`src/design/id_defs.svh`:
```
// Width macros shared by the decode stage RTL and packages
// Include wherever a data, register address or instruction width is needed

`ifndef ID_DEFS_SVH
`define ID_DEFS_SVH

// Data and address width
`define ID_XLEN 32

// Register file address width
`define ID_REG_AW 5

// Instruction word width
`define ID_INSTR_W 32

`endif

```
`src/design/id_ctrl_pkg.sv`:
```
// Control types of the decode stage
// Operand and immediate selects, plus the ID FSM state

package id_ctrl_pkg;

  // Operand A source
  typedef enum logic [1:0] {
    OP_A_REG_A,
    OP_A_CURRPC,
    OP_A_ZERO
  } op_a_sel_e;

  // Operand B source
  typedef enum logic {
    OP_B_REG_B,
    OP_B_IMM
  } op_b_sel_e;

  // Immediate used as operand B
  typedef enum logic [2:0] {
    IMM_B_I,
    IMM_B_S,
    IMM_B_B,
    IMM_B_U,
    IMM_B_J,
    IMM_B_INCR_PC
  } imm_b_sel_e;

  // ID FSM, second state covers memory waits and branch/jump second cycle
  typedef enum logic {
    FIRST_CYCLE,
    MULTI_CYCLE
  } id_fsm_e;

endpackage

```
`src/design/id_isa_pkg.sv`:
```
// RV32I instruction set types for the decode stage
// Opcodes, function codes, instruction format views and ALU operators

`include "id_defs.svh"

package id_isa_pkg;

  // Legal major opcodes
  typedef enum logic [6:0] {
    OPCODE_LOAD   = 7'h03,
    OPCODE_OP_IMM = 7'h13,
    OPCODE_AUIPC  = 7'h17,
    OPCODE_STORE  = 7'h23,
    OPCODE_OP     = 7'h33,
    OPCODE_LUI    = 7'h37,
    OPCODE_BRANCH = 7'h63,
    OPCODE_JALR   = 7'h67,
    OPCODE_JAL    = 7'h6f
  } opcode_e;

  // funct7 values, base and alternate (SUB, SRA)
  localparam logic [6:0] FUNCT7_BASE = 7'h00;
  localparam logic [6:0] FUNCT7_ALT  = 7'h20;

  // ALU operators, compares last
  typedef enum logic [4:0] {
    ALU_ADD  = 5'd0,
    ALU_SUB  = 5'd1,
    ALU_XOR  = 5'd2,
    ALU_OR   = 5'd3,
    ALU_AND  = 5'd4,
    ALU_SLL  = 5'd5,
    ALU_SRL  = 5'd6,
    ALU_SRA  = 5'd7,
    ALU_SLT  = 5'd8,
    ALU_SLTU = 5'd9,
    ALU_EQ   = 5'd10,
    ALU_NE   = 5'd11,
    ALU_LT   = 5'd12,
    ALU_GE   = 5'd13,
    ALU_LTU  = 5'd14,
    ALU_GEU  = 5'd15
  } alu_op_e;

  ////////////////////////////////////////////////////////////////////////////
  // Instruction formats, one word seen through six views
  ////////////////////////////////////////////////////////////////////////////

  typedef struct packed {
    logic [6:0]            funct7;
    logic [`ID_REG_AW-1:0] rs2;
    logic [`ID_REG_AW-1:0] rs1;
    logic [2:0]            funct3;
    logic [`ID_REG_AW-1:0] rd;
    logic [6:0]            opcode;
  } r_fmt_t;

  typedef struct packed {
    logic [11:0]           imm;
    logic [`ID_REG_AW-1:0] rs1;
    logic [2:0]            funct3;
    logic [`ID_REG_AW-1:0] rd;
    logic [6:0]            opcode;
  } i_fmt_t;

  typedef struct packed {
    logic [6:0]            imm_hi;
    logic [`ID_REG_AW-1:0] rs2;
    logic [`ID_REG_AW-1:0] rs1;
    logic [2:0]            funct3;
    logic [4:0]            imm_lo;
    logic [6:0]            opcode;
  } s_fmt_t;

  typedef struct packed {
    logic                  imm12;
    logic [5:0]            imm10_5;
    logic [`ID_REG_AW-1:0] rs2;
    logic [`ID_REG_AW-1:0] rs1;
    logic [2:0]            funct3;
    logic [3:0]            imm4_1;
    logic                  imm11;
    logic [6:0]            opcode;
  } b_fmt_t;

  typedef struct packed {
    logic [19:0]           imm;
    logic [`ID_REG_AW-1:0] rd;
    logic [6:0]            opcode;
  } u_fmt_t;

  typedef struct packed {
    logic                  imm20;
    logic [9:0]            imm10_1;
    logic                  imm11;
    logic [7:0]            imm19_12;
    logic [`ID_REG_AW-1:0] rd;
    logic [6:0]            opcode;
  } j_fmt_t;

  typedef union packed {
    r_fmt_t r;
    i_fmt_t i;
    s_fmt_t s;
    b_fmt_t b;
    u_fmt_t u;
    j_fmt_t j;
  } instr_u;

endpackage

```
`src/design/id_controller.sv`:
```
// Decode stage controller
// ID FSM, stalls, instruction done and ready, PC set and request gating

`timescale 1ns/1ns

module id_controller (
  input  logic clk_i,
  input  logic rst_ni,

  input  logic instr_valid_i,
  input  logic illegal_insn_i,
  input  logic lsu_req_dec_i,
  input  logic branch_dec_i,
  input  logic jump_dec_i,
  input  logic rf_we_dec_i,

  input  logic branch_decision_i,
  input  logic lsu_resp_valid_i,

  output logic instr_first_cycle_o,
  output logic lsu_req_o,
  output logic rf_we_o,
  output logic pc_set_o,
  output logic instr_done_o,
  output logic id_in_ready_o
);

  import id_ctrl_pkg::*;

  id_fsm_e id_fsm_q, id_fsm_d;
  logic    instr_exec;
  logic    instr_first_cycle;
  logic    multicycle_done;
  logic    branch_set_q, branch_set_d;
  logic    set_done_q, set_done_d;
  logic    jump_set_raw;
  logic    stall_mem, stall_branch, stall_jump;
  logic    instr_done;

  // Legal valid instructions execute; illegal ones just retire
  assign instr_exec        = instr_valid_i & ~illegal_insn_i;
  assign instr_first_cycle = instr_valid_i & (id_fsm_q == FIRST_CYCLE);

  // Memory ops wait for the response, branch/jump second cycle ends at once
  assign multicycle_done = lsu_req_dec_i ? lsu_resp_valid_i : 1'b1;

  ////////////////////////////////////////////////////////////////////////////
  // ID FSM
  ////////////////////////////////////////////////////////////////////////////

  always_comb begin
    id_fsm_d     = id_fsm_q;
    branch_set_d = 1'b0;
    jump_set_raw = 1'b0;
    stall_branch = 1'b0;
    stall_jump   = 1'b0;

    if (instr_exec) begin
      unique case (id_fsm_q)
        FIRST_CYCLE: begin
          if (lsu_req_dec_i) begin
            id_fsm_d = MULTI_CYCLE;
          end else if (branch_dec_i) begin
            // Only taken branches need the target cycle
            id_fsm_d     = branch_decision_i ? MULTI_CYCLE : FIRST_CYCLE;
            stall_branch = branch_decision_i;
            branch_set_d = branch_decision_i;
          end else if (jump_dec_i) begin
            id_fsm_d     = MULTI_CYCLE;
            stall_jump   = 1'b1;
            jump_set_raw = 1'b1;
          end
        end
        MULTI_CYCLE: begin
          if (multicycle_done) begin
            id_fsm_d = FIRST_CYCLE;
          end else begin
            stall_branch = branch_dec_i;
            stall_jump   = jump_dec_i;
          end
        end
        default: id_fsm_d = FIRST_CYCLE;
      endcase
    end
  end

  always_ff @(posedge clk_i or negedge rst_ni) begin
    if (!rst_ni) begin
      id_fsm_q <= FIRST_CYCLE;
    end else if (instr_exec) begin
      id_fsm_q <= id_fsm_d;
    end
  end

  ////////////////////////////////////////////////////////////////////////////
  // Branch and jump set
  ////////////////////////////////////////////////////////////////////////////

  // Taken branch decision flopped, target goes out next cycle
  always_ff @(posedge clk_i or negedge rst_ni) begin
    if (!rst_ni) begin
      branch_set_q <= 1'b0;
    end else begin
      branch_set_q <= branch_set_d;
    end
  end

  // Remember a set already sent for this instruction, cleared by done
  assign set_done_d = (branch_set_q | jump_set_raw | set_done_q) & ~instr_done;

  always_ff @(posedge clk_i or negedge rst_ni) begin
    if (!rst_ni) begin
      set_done_q <= 1'b0;
    end else begin
      set_done_q <= set_done_d;
    end
  end

  assign pc_set_o = (branch_set_q | jump_set_raw) & ~set_done_q;

  ////////////////////////////////////////////////////////////////////////////
  // Stalls, done and gating
  ////////////////////////////////////////////////////////////////////////////

  // Memory op always stalls its first cycle, then until the response
  assign stall_mem  = instr_exec & lsu_req_dec_i & (~lsu_resp_valid_i | instr_first_cycle);
  assign instr_done = instr_valid_i & ~(stall_mem | stall_branch | stall_jump);

  assign lsu_req_o = lsu_req_dec_i & instr_first_cycle & ~illegal_insn_i;
  assign rf_we_o   = rf_we_dec_i & instr_done & ~illegal_insn_i;

  assign instr_first_cycle_o = instr_first_cycle;
  assign instr_done_o        = instr_done;
  assign id_in_ready_o       = instr_done | ~instr_valid_i;

endmodule

```
`src/design/id_decoder.sv`:
```
// RV32I instruction decoder
// Turns the fetched word into control, register addresses and immediates

`timescale 1ns/1ns
`include "id_defs.svh"

module id_decoder (
  input  logic                    instr_valid_i,
  input  logic [`ID_INSTR_W-1:0]  instr_rdata_i,
  input  logic                    instr_first_cycle_i,

  // To controller
  output logic                    illegal_insn_o,
  output logic                    lsu_req_dec_o,
  output logic                    branch_dec_o,
  output logic                    jump_dec_o,
  output logic                    rf_we_dec_o,

  // LSU attributes
  output logic                    lsu_we_o,
  output logic [1:0]              lsu_type_o,
  output logic                    lsu_sign_ext_o,

  // Register file
  output logic                    rf_ren_a_dec_o,
  output logic                    rf_ren_b_dec_o,
  output logic [`ID_REG_AW-1:0]   rf_raddr_a_o,
  output logic [`ID_REG_AW-1:0]   rf_raddr_b_o,
  output logic [`ID_REG_AW-1:0]   rf_waddr_o,

  // ALU control and operand selects
  output id_isa_pkg::alu_op_e     alu_operator_o,
  output id_ctrl_pkg::op_a_sel_e  op_a_sel_o,
  output id_ctrl_pkg::op_b_sel_e  op_b_sel_o,
  output id_ctrl_pkg::imm_b_sel_e imm_b_sel_o,

  // Sign extended immediates
  output logic [`ID_XLEN-1:0]     imm_i_o,
  output logic [`ID_XLEN-1:0]     imm_s_o,
  output logic [`ID_XLEN-1:0]     imm_b_o,
  output logic [`ID_XLEN-1:0]     imm_u_o,
  output logic [`ID_XLEN-1:0]     imm_j_o
);

  import id_isa_pkg::*;
  import id_ctrl_pkg::*;

  instr_u instr;
  logic   illegal_insn;
  logic   rf_ren_a;
  logic   rf_ren_b;

  assign instr = instr_rdata_i;

  // Register addresses sit at fixed positions in every format
  assign rf_raddr_a_o = instr.r.rs1;
  assign rf_raddr_b_o = instr.r.rs2;
  assign rf_waddr_o   = instr.r.rd;

  ////////////////////////////////////////////////////////////////////////////
  // Immediates
  ////////////////////////////////////////////////////////////////////////////

  assign imm_i_o = {{(`ID_XLEN-12){instr.i.imm[11]}}, instr.i.imm};
  assign imm_s_o = {{(`ID_XLEN-12){instr.s.imm_hi[6]}}, instr.s.imm_hi, instr.s.imm_lo};
  assign imm_b_o = {{(`ID_XLEN-12){instr.b.imm12}}, instr.b.imm11, instr.b.imm10_5,
                    instr.b.imm4_1, 1'b0};
  assign imm_u_o = {instr.u.imm, 12'b0};
  assign imm_j_o = {{(`ID_XLEN-20){instr.j.imm20}}, instr.j.imm19_12, instr.j.imm11,
                    instr.j.imm10_1, 1'b0};

  ////////////////////////////////////////////////////////////////////////////
  // Opcode and function decode
  ////////////////////////////////////////////////////////////////////////////

  always_comb begin
    illegal_insn   = 1'b0;
    lsu_req_dec_o  = 1'b0;
    lsu_we_o       = 1'b0;
    lsu_type_o     = 2'b00;
    lsu_sign_ext_o = 1'b0;
    branch_dec_o   = 1'b0;
    jump_dec_o     = 1'b0;
    rf_we_dec_o    = 1'b0;
    rf_ren_a       = 1'b0;
    rf_ren_b       = 1'b0;
    alu_operator_o = ALU_ADD;
    op_a_sel_o     = OP_A_REG_A;
    op_b_sel_o     = OP_B_IMM;
    imm_b_sel_o    = IMM_B_I;

    unique case (instr.r.opcode)
      OPCODE_OP: begin
        rf_ren_a    = 1'b1;
        rf_ren_b    = 1'b1;
        rf_we_dec_o = 1'b1;
        op_b_sel_o  = OP_B_REG_B;
        unique case ({instr.r.funct7, instr.r.funct3})
          {FUNCT7_BASE, 3'b000}: alu_operator_o = ALU_ADD;
          {FUNCT7_ALT,  3'b000}: alu_operator_o = ALU_SUB;
          {FUNCT7_BASE, 3'b001}: alu_operator_o = ALU_SLL;
          {FUNCT7_BASE, 3'b010}: alu_operator_o = ALU_SLT;
          {FUNCT7_BASE, 3'b011}: alu_operator_o = ALU_SLTU;
          {FUNCT7_BASE, 3'b100}: alu_operator_o = ALU_XOR;
          {FUNCT7_BASE, 3'b101}: alu_operator_o = ALU_SRL;
          {FUNCT7_ALT,  3'b101}: alu_operator_o = ALU_SRA;
          {FUNCT7_BASE, 3'b110}: alu_operator_o = ALU_OR;
          {FUNCT7_BASE, 3'b111}: alu_operator_o = ALU_AND;
          default:               illegal_insn   = 1'b1;
        endcase
      end

      OPCODE_OP_IMM: begin
        rf_ren_a    = 1'b1;
        rf_we_dec_o = 1'b1;
        unique case (instr.i.funct3)
          3'b000: alu_operator_o = ALU_ADD;
          3'b010: alu_operator_o = ALU_SLT;
          3'b011: alu_operator_o = ALU_SLTU;
          3'b100: alu_operator_o = ALU_XOR;
          3'b110: alu_operator_o = ALU_OR;
          3'b111: alu_operator_o = ALU_AND;
          // Shifts keep funct7 in the upper immediate bits
          3'b001: begin
            alu_operator_o = ALU_SLL;
            illegal_insn   = (instr.r.funct7 != FUNCT7_BASE);
          end
          default: begin
            alu_operator_o = (instr.r.funct7 == FUNCT7_ALT) ? ALU_SRA : ALU_SRL;
            illegal_insn   = (instr.r.funct7 != FUNCT7_BASE) &&
                             (instr.r.funct7 != FUNCT7_ALT);
          end
        endcase
      end

      OPCODE_LUI: begin
        rf_we_dec_o = 1'b1;
        op_a_sel_o  = OP_A_ZERO;
        imm_b_sel_o = IMM_B_U;
      end

      OPCODE_AUIPC: begin
        rf_we_dec_o = 1'b1;
        op_a_sel_o  = OP_A_CURRPC;
        imm_b_sel_o = IMM_B_U;
      end

      // Target first, link address PC + 4 in the second cycle
      OPCODE_JAL: begin
        jump_dec_o  = 1'b1;
        rf_we_dec_o = 1'b1;
        op_a_sel_o  = OP_A_CURRPC;
        imm_b_sel_o = instr_first_cycle_i ? IMM_B_J : IMM_B_INCR_PC;
      end

      OPCODE_JALR: begin
        jump_dec_o   = 1'b1;
        rf_we_dec_o  = 1'b1;
        rf_ren_a     = 1'b1;
        illegal_insn = (instr.i.funct3 != 3'b000);
        if (!instr_first_cycle_i) begin
          op_a_sel_o  = OP_A_CURRPC;
          imm_b_sel_o = IMM_B_INCR_PC;
        end
      end

      // Compare registers first, target PC + B-immediate second
      OPCODE_BRANCH: begin
        branch_dec_o = 1'b1;
        rf_ren_a     = 1'b1;
        rf_ren_b     = 1'b1;
        unique case (instr.b.funct3)
          3'b000:  alu_operator_o = ALU_EQ;
          3'b001:  alu_operator_o = ALU_NE;
          3'b100:  alu_operator_o = ALU_LT;
          3'b101:  alu_operator_o = ALU_GE;
          3'b110:  alu_operator_o = ALU_LTU;
          3'b111:  alu_operator_o = ALU_GEU;
          default: illegal_insn   = 1'b1;
        endcase
        if (instr_first_cycle_i) begin
          op_b_sel_o = OP_B_REG_B;
        end else begin
          alu_operator_o = ALU_ADD;
          op_a_sel_o     = OP_A_CURRPC;
          imm_b_sel_o    = IMM_B_B;
        end
      end

      // Type 00 word, 01 half, 10 byte
      OPCODE_LOAD: begin
        lsu_req_dec_o  = 1'b1;
        rf_ren_a       = 1'b1;
        rf_we_dec_o    = 1'b1;
        lsu_sign_ext_o = ~instr.i.funct3[2];
        unique case (instr.i.funct3)
          3'b000, 3'b100: lsu_type_o   = 2'b10;
          3'b001, 3'b101: lsu_type_o   = 2'b01;
          3'b010:         lsu_type_o   = 2'b00;
          default:        illegal_insn = 1'b1;
        endcase
      end

      OPCODE_STORE: begin
        lsu_req_dec_o = 1'b1;
        lsu_we_o      = 1'b1;
        rf_ren_a      = 1'b1;
        rf_ren_b      = 1'b1;
        imm_b_sel_o   = IMM_B_S;
        unique case (instr.s.funct3)
          3'b000:  lsu_type_o   = 2'b10;
          3'b001:  lsu_type_o   = 2'b01;
          3'b010:  lsu_type_o   = 2'b00;
          default: illegal_insn = 1'b1;
        endcase
      end

      default: illegal_insn = 1'b1;
    endcase
  end

  // Flags and read enables only for a valid word
  assign illegal_insn_o = instr_valid_i & illegal_insn;
  assign rf_ren_a_dec_o = instr_valid_i & ~illegal_insn & rf_ren_a;
  assign rf_ren_b_dec_o = instr_valid_i & ~illegal_insn & rf_ren_b;

endmodule

```
`src/design/id_operand_mux.sv`:
```
// ALU operand selection for the decode stage
// Picks operand A and B from register data, PC and the decoded immediates

`timescale 1ns/1ns
`include "id_defs.svh"

module id_operand_mux (
  input  id_ctrl_pkg::op_a_sel_e  op_a_sel_i,
  input  id_ctrl_pkg::op_b_sel_e  op_b_sel_i,
  input  id_ctrl_pkg::imm_b_sel_e imm_b_sel_i,

  input  logic [`ID_XLEN-1:0]     imm_i_i,
  input  logic [`ID_XLEN-1:0]     imm_s_i,
  input  logic [`ID_XLEN-1:0]     imm_b_i,
  input  logic [`ID_XLEN-1:0]     imm_u_i,
  input  logic [`ID_XLEN-1:0]     imm_j_i,

  input  logic [`ID_XLEN-1:0]     rf_rdata_a_i,
  input  logic [`ID_XLEN-1:0]     rf_rdata_b_i,
  input  logic [`ID_XLEN-1:0]     pc_id_i,

  output logic [`ID_XLEN-1:0]     alu_operand_a_o,
  output logic [`ID_XLEN-1:0]     alu_operand_b_o
);

  import id_ctrl_pkg::*;

  logic [`ID_XLEN-1:0] imm_b;

  // Immediate for operand B, INCR_PC gives the link offset
  always_comb begin : imm_b_mux
    unique case (imm_b_sel_i)
      IMM_B_I:       imm_b = imm_i_i;
      IMM_B_S:       imm_b = imm_s_i;
      IMM_B_B:       imm_b = imm_b_i;
      IMM_B_U:       imm_b = imm_u_i;
      IMM_B_J:       imm_b = imm_j_i;
      IMM_B_INCR_PC: imm_b = `ID_XLEN'(4);
      default:       imm_b = `ID_XLEN'(4);
    endcase
  end

  // Operand A
  always_comb begin : op_a_mux
    unique case (op_a_sel_i)
      OP_A_REG_A:  alu_operand_a_o = rf_rdata_a_i;
      OP_A_CURRPC: alu_operand_a_o = pc_id_i;
      OP_A_ZERO:   alu_operand_a_o = '0;
      default:     alu_operand_a_o = pc_id_i;
    endcase
  end

  // Operand B
  assign alu_operand_b_o = (op_b_sel_i == OP_B_IMM) ? imm_b : rf_rdata_b_i;

endmodule

```
`src/design/id_stage.sv`:
```
// Decode stage top of the RV32I core
// Connects decoder, operand mux and controller to the fetch, EX, LSU and RF ports

`timescale 1ns/1ns
`include "id_defs.svh"

module id_stage (
  input  logic                   clk_i,
  input  logic                   rst_ni,

  // Fetch
  input  logic                   instr_valid_i,
  input  logic [`ID_INSTR_W-1:0] instr_rdata_i,
  input  logic [`ID_XLEN-1:0]    pc_id_i,
  output logic                   id_in_ready_o,
  output logic                   illegal_insn_o,
  output logic                   pc_set_o,
  output logic                   instr_done_o,

  // EX
  input  logic                   branch_decision_i,
  output id_isa_pkg::alu_op_e    alu_operator_o,
  output logic [`ID_XLEN-1:0]    alu_operand_a_o,
  output logic [`ID_XLEN-1:0]    alu_operand_b_o,

  // LSU
  input  logic                   lsu_resp_valid_i,
  output logic                   lsu_req_o,
  output logic                   lsu_we_o,
  output logic [1:0]             lsu_type_o,
  output logic                   lsu_sign_ext_o,
  output logic [`ID_XLEN-1:0]    lsu_wdata_o,

  // Register file
  input  logic [`ID_XLEN-1:0]    rf_rdata_a_i,
  input  logic [`ID_XLEN-1:0]    rf_rdata_b_i,
  output logic [`ID_REG_AW-1:0]  rf_raddr_a_o,
  output logic [`ID_REG_AW-1:0]  rf_raddr_b_o,
  output logic                   rf_ren_a_o,
  output logic                   rf_ren_b_o,
  output logic [`ID_REG_AW-1:0]  rf_waddr_o,
  output logic                   rf_we_o
);

  import id_ctrl_pkg::*;

  logic                instr_first_cycle;
  logic                lsu_req_dec, branch_dec, jump_dec, rf_we_dec;
  op_a_sel_e           op_a_sel;
  op_b_sel_e           op_b_sel;
  imm_b_sel_e          imm_b_sel;
  logic [`ID_XLEN-1:0] imm_i, imm_s, imm_b, imm_u, imm_j;

  id_decoder decoder_i (
    .instr_valid_i      (instr_valid_i),
    .instr_rdata_i      (instr_rdata_i),
    .instr_first_cycle_i(instr_first_cycle),
    .illegal_insn_o     (illegal_insn_o),
    .lsu_req_dec_o      (lsu_req_dec),
    .branch_dec_o       (branch_dec),
    .jump_dec_o         (jump_dec),
    .rf_we_dec_o        (rf_we_dec),
    .lsu_we_o           (lsu_we_o),
    .lsu_type_o         (lsu_type_o),
    .lsu_sign_ext_o     (lsu_sign_ext_o),
    .rf_ren_a_dec_o     (rf_ren_a_o),
    .rf_ren_b_dec_o     (rf_ren_b_o),
    .rf_raddr_a_o       (rf_raddr_a_o),
    .rf_raddr_b_o       (rf_raddr_b_o),
    .rf_waddr_o         (rf_waddr_o),
    .alu_operator_o     (alu_operator_o),
    .op_a_sel_o         (op_a_sel),
    .op_b_sel_o         (op_b_sel),
    .imm_b_sel_o        (imm_b_sel),
    .imm_i_o            (imm_i),
    .imm_s_o            (imm_s),
    .imm_b_o            (imm_b),
    .imm_u_o            (imm_u),
    .imm_j_o            (imm_j)
  );

  id_operand_mux operand_mux_i (
    .op_a_sel_i     (op_a_sel),
    .op_b_sel_i     (op_b_sel),
    .imm_b_sel_i    (imm_b_sel),
    .imm_i_i        (imm_i),
    .imm_s_i        (imm_s),
    .imm_b_i        (imm_b),
    .imm_u_i        (imm_u),
    .imm_j_i        (imm_j),
    .rf_rdata_a_i   (rf_rdata_a_i),
    .rf_rdata_b_i   (rf_rdata_b_i),
    .pc_id_i        (pc_id_i),
    .alu_operand_a_o(alu_operand_a_o),
    .alu_operand_b_o(alu_operand_b_o)
  );

  id_controller controller_i (
    .clk_i              (clk_i),
    .rst_ni             (rst_ni),
    .instr_valid_i      (instr_valid_i),
    .illegal_insn_i     (illegal_insn_o),
    .lsu_req_dec_i      (lsu_req_dec),
    .branch_dec_i       (branch_dec),
    .jump_dec_i         (jump_dec),
    .rf_we_dec_i        (rf_we_dec),
    .branch_decision_i  (branch_decision_i),
    .lsu_resp_valid_i   (lsu_resp_valid_i),
    .instr_first_cycle_o(instr_first_cycle),
    .lsu_req_o          (lsu_req_o),
    .rf_we_o            (rf_we_o),
    .pc_set_o           (pc_set_o),
    .instr_done_o       (instr_done_o),
    .id_in_ready_o      (id_in_ready_o)
  );

  // Store data straight from register file port B
  assign lsu_wdata_o = rf_rdata_b_i;

endmodule

```
`config.mk`:
```
export PLATFORM = sky130hd
export DESIGN_NAME = id_stage
export DESIGN_NICKNAME = d
export VERILOG_FILES = /design/src/design/id_ctrl_pkg.sv /design/src/design/id_isa_pkg.sv /design/src/design/id_controller.sv /design/src/design/id_decoder.sv /design/src/design/id_operand_mux.sv /design/src/design/id_stage.sv
export VERILOG_INCLUDE_DIRS = /design/src /design/src/design
export SDC_FILE = /design/constraint.sdc
export NUM_CORES = 1
export LEC_CHECK = 0
export ABC_AREA = 1
export BUFFER_PORTS_ARGS = -buffer_cell sky130_fd_sc_hd__clkbuf_2
export CORE_AREA = 3 3 101 103
export DETAILED_ROUTE_END_ITERATION = 12
export DIE_AREA = 0 0 104 106
export HOLD_SLACK_MARGIN = 0.06
export PLACE_DENSITY = 0.61
export SYNTH_ARGS = -nofsm -noshare
export SYNTH_HDL_FRONTEND = slang
export SYNTH_SLANG_ARGS = --single-unit
```
`constraint.sdc`:
```
create_clock -name clk_i -period 2.8 [get_ports clk_i]
set_input_delay 0.56 -clock clk_i [delete_from_list [all_inputs] [get_ports clk_i]]
set_output_delay 0.56 -clock clk_i [all_outputs]
set_load 0.1 [all_outputs]
```
==> impl_metrics.yaml <==
power_and_ir_drop:
  power_frac_seq_pct: 2.6
  pwr-share-comb_pct: 90.6
  vdd_drop_max_mv: 0.266
  power_density_nw_per_um2: 284
  switchingPower_mw: 1.15
  p_int_uw: 642
  power.share.switching_pct: 64.3
  power.share.clock_pct: 6.8
  leakagePower_nw: 3.32
setup_path:
  crit_fanout: 9
  path_class: "input pin to output port"
  startpoint_type: "input pin"
  cp-end-kind: "output port"
  reg2reg_slack_ps: 1270
  cp.required_ps: 2240
  worstPathArrival_ps: 2160
  r2r_cells: 8
  rr_endpoint: "controller_i.set_done_q"
  rr_startpoint: "controller_i.id_fsm_q"
clock_tree:
  cts_made_buffers: 3
  ctsHtreeMaxLevel: 1
  ctsLongestPathBuffers: 2
  cts_tree: "built"
  holdBufCountCts: 0
  clkSinkCount: 3
  clk_latency_ps: 210
  cts-root-buf: "clkbuf_8"
  clk_pin_slew_ps: 30
layout:
  instances_no_fill: 871
  multiInputGateArea_um2: 2710
  layout-drive-gt1-share_pct: 64.5
  register_area_um2: 75.1
  most-common-layout-cells: "clkbuf_2 (174), nand2_1 (125), buf_12 (84)"
  area_growth_pct: 147
  final_common_cell: "clkbuf_2"
  fill_cells: 777
  nNetsFinal: 874
placement:
  dp.cells: 861
  gp_congestion: 1.00
  dpl.hpwl_um: 12300
  numPortBuffers: 259
synthesis:
  synth_cell_types: 36
  yosysTopAreaCellShare_pct: 25.1
  async_flop_share_pct: 100
  synth.avg_cell_area_um2: 5.22
  yosysTopAreaCell: "nand2_1"
  synth_area_um2: 2560
  synth_enable_flop_cells: 0
  ys_seq_area_share_pct: 2.94
  yosysWarnings: 0
  synth.ff_latch_count: 3
  synthTopCellsByArea: "nand2_1 (25%), buf_4 (14%), inv_1 (9.7%), o21ai_0 (8.6%), nand3_1 (4.5%)"
  netlist_instances: 490
  syn_nets: 623
  synthFlopType: "dfrtp_1"
drt:
  finalWirelength_um: 13600
  drc: 0
  firstDrtPassIters: 4
  detail_route.iter0.violations: 173
  via_per_inst: 4.65
  via_count: 4051
  antenna_left: 0
  wl_per_cell_um: 15.6
floorplan:
  core_um2: 9280
  die_area_um2: 11000
  pin_count: 261
  dieWidth_um: 104
  initial_utilization_pct: 27.5
  core.rowCount: 35
  dieHeight_um: 106
sta:
  slew_viol_final: 0
  finalCritPeriodShare_pct: 97.1
  min_period_ps: 2720
  fmax_mhz: 368
  finalHoldViolations: 0
  finalSetupTns_ps: 0
  slew-limit-headroom_pct: 60.8
  rsz0062_at_grt: "yes"
  finClkSkew_ps: 3.39
  tightest_slew_ps: 591
  finalSetupViolCount: 0
run_status:
  outcome: "finished, final reports clean"
global_route:
  track_usage_pct: 22.8
  grt_pass1_wl_um: 20600
  antenna_found_initial: 2
  grt_pass1_vias: 4120
  grt_max_degree: 33
  gr-total-overflow: 0
worst_hold_path:
  worstHoldPathType: "input pin to asynchronous set/reset pin"
run:
  cap_violations: 0
worst max path at each step:
stage | start | endpoint | slack (ps) | depth (start not counted)
after floorplan | instr_rdata_i[3] | lsu_type_o[1] | -320 | 9
after global placement | instr_rdata_i[3] | alu_operand_b_o[23] | -7 | 16
after detailed placement | instr_rdata_i[3] | alu_operand_b_o[30] | -80 | 16
after CTS | instr_rdata_i[4] | alu_operand_b_o[17] | -0.9 | 14
after global routing | instr_rdata_i[4] | alu_operand_b_o[29] | -20 | 13
final | instr_rdata_i[3] | rf_we_o | 80 | 11
cell families after synthesis:
family / Yosys count / synth area share [%]
simple gates: 264 / 47.9
buf+inv: 144 / 29.2
compound gates: 78 / 19.8
flops: 3 / 2.94
other cells: 1 / 0.147
power groups by stage:
stage	registers, mW	logic [mW]	clock network [mW]
3_3_place_gp	0.0464	1.60	0
4_1_cts	0.0460	1.62	0.125
5_1_grt	0.0463	1.68	0.129
2_1_floorplan	0.0461	1.13	0
3_5_place_dp	0.0464	1.61	0
6_report	0.0461	1.63	0.123
layout make-up:
type,count,area share (%)
Inverter,79,5.39
Antenna cell,2,0.0792
Timing Repair Buffer,310,47.0
Sequential cell,3,1.19
Timing Repair inverter,1,0.119
Multi-Input combinational cell,343,42.9
Clock buffer,4,0.713
Tap cell,129,2.56
registers in the layout (all words and copies together) (netlist names):
signal                     count
controller_i.id_fsm_q          1
controller_i.set_done_q        1
controller_i.branch_set_q      1
through the flow:
stage          power [mW]  util (%)  cell area [µm²]  setup WS [ps]  hold slack, ps
2_1_floorplan        1.17         -             3490           -324             264
3_5_place_dp         1.66      65.5             6080          -80.3             364
6_report             1.80      68.0             6320           81.0             139
4_1_cts              1.79      66.2             6150         -0.931             140
5_1_grt              1.86      68.0             6320          -15.2             140
3_3_place_gp         1.65      65.5             6080          -7.05             358
what timing repair did:
action,in CTS,in global routing
setup buffers,0,3
cloned,0,1
setup endpoints to repair,53,58
gates resized for setup,6,43
pin swaps,6,17
per-layer routing:
layer	share of wire (%)	wire length, µm	GRT usage, %
met4	3.9	524	7.69
met1	37	4970	25.9
met5	0	0	0
met3	5.4	739	2.98
met2	54	7360	43.8
worst max-delay path: stages:
cell      delay, ps
buf_12          120
inv_16           50
nand2_1          70
nor2_4          190
nand2_4         110
buf_4           210
inv_1           190
a211oi_1        100
buf_4           150
nor3_4          210
buf_12          200
cells in the mapped netlist, types with 2 or more instances:
cell type	instances
nor3_1	4
o211ai_1	2
nand3_1	23
nor2_8	3
a21oi_1	10
nand2_4	5
o21ai_0	44
nand2_2	12
nand2_1	171
dfrtp_1	3
a32o_1	6
nor2_2	2
nor2_1	30
o21ai_1	2
nor3_2	2
nor2_4	6
inv_2	12
inv_1	66
clkbuf_1	5
nand4_1	4
buf_2	10
o211ai_2	6
buf_4	49
Power figures use the tool's default switching activity.
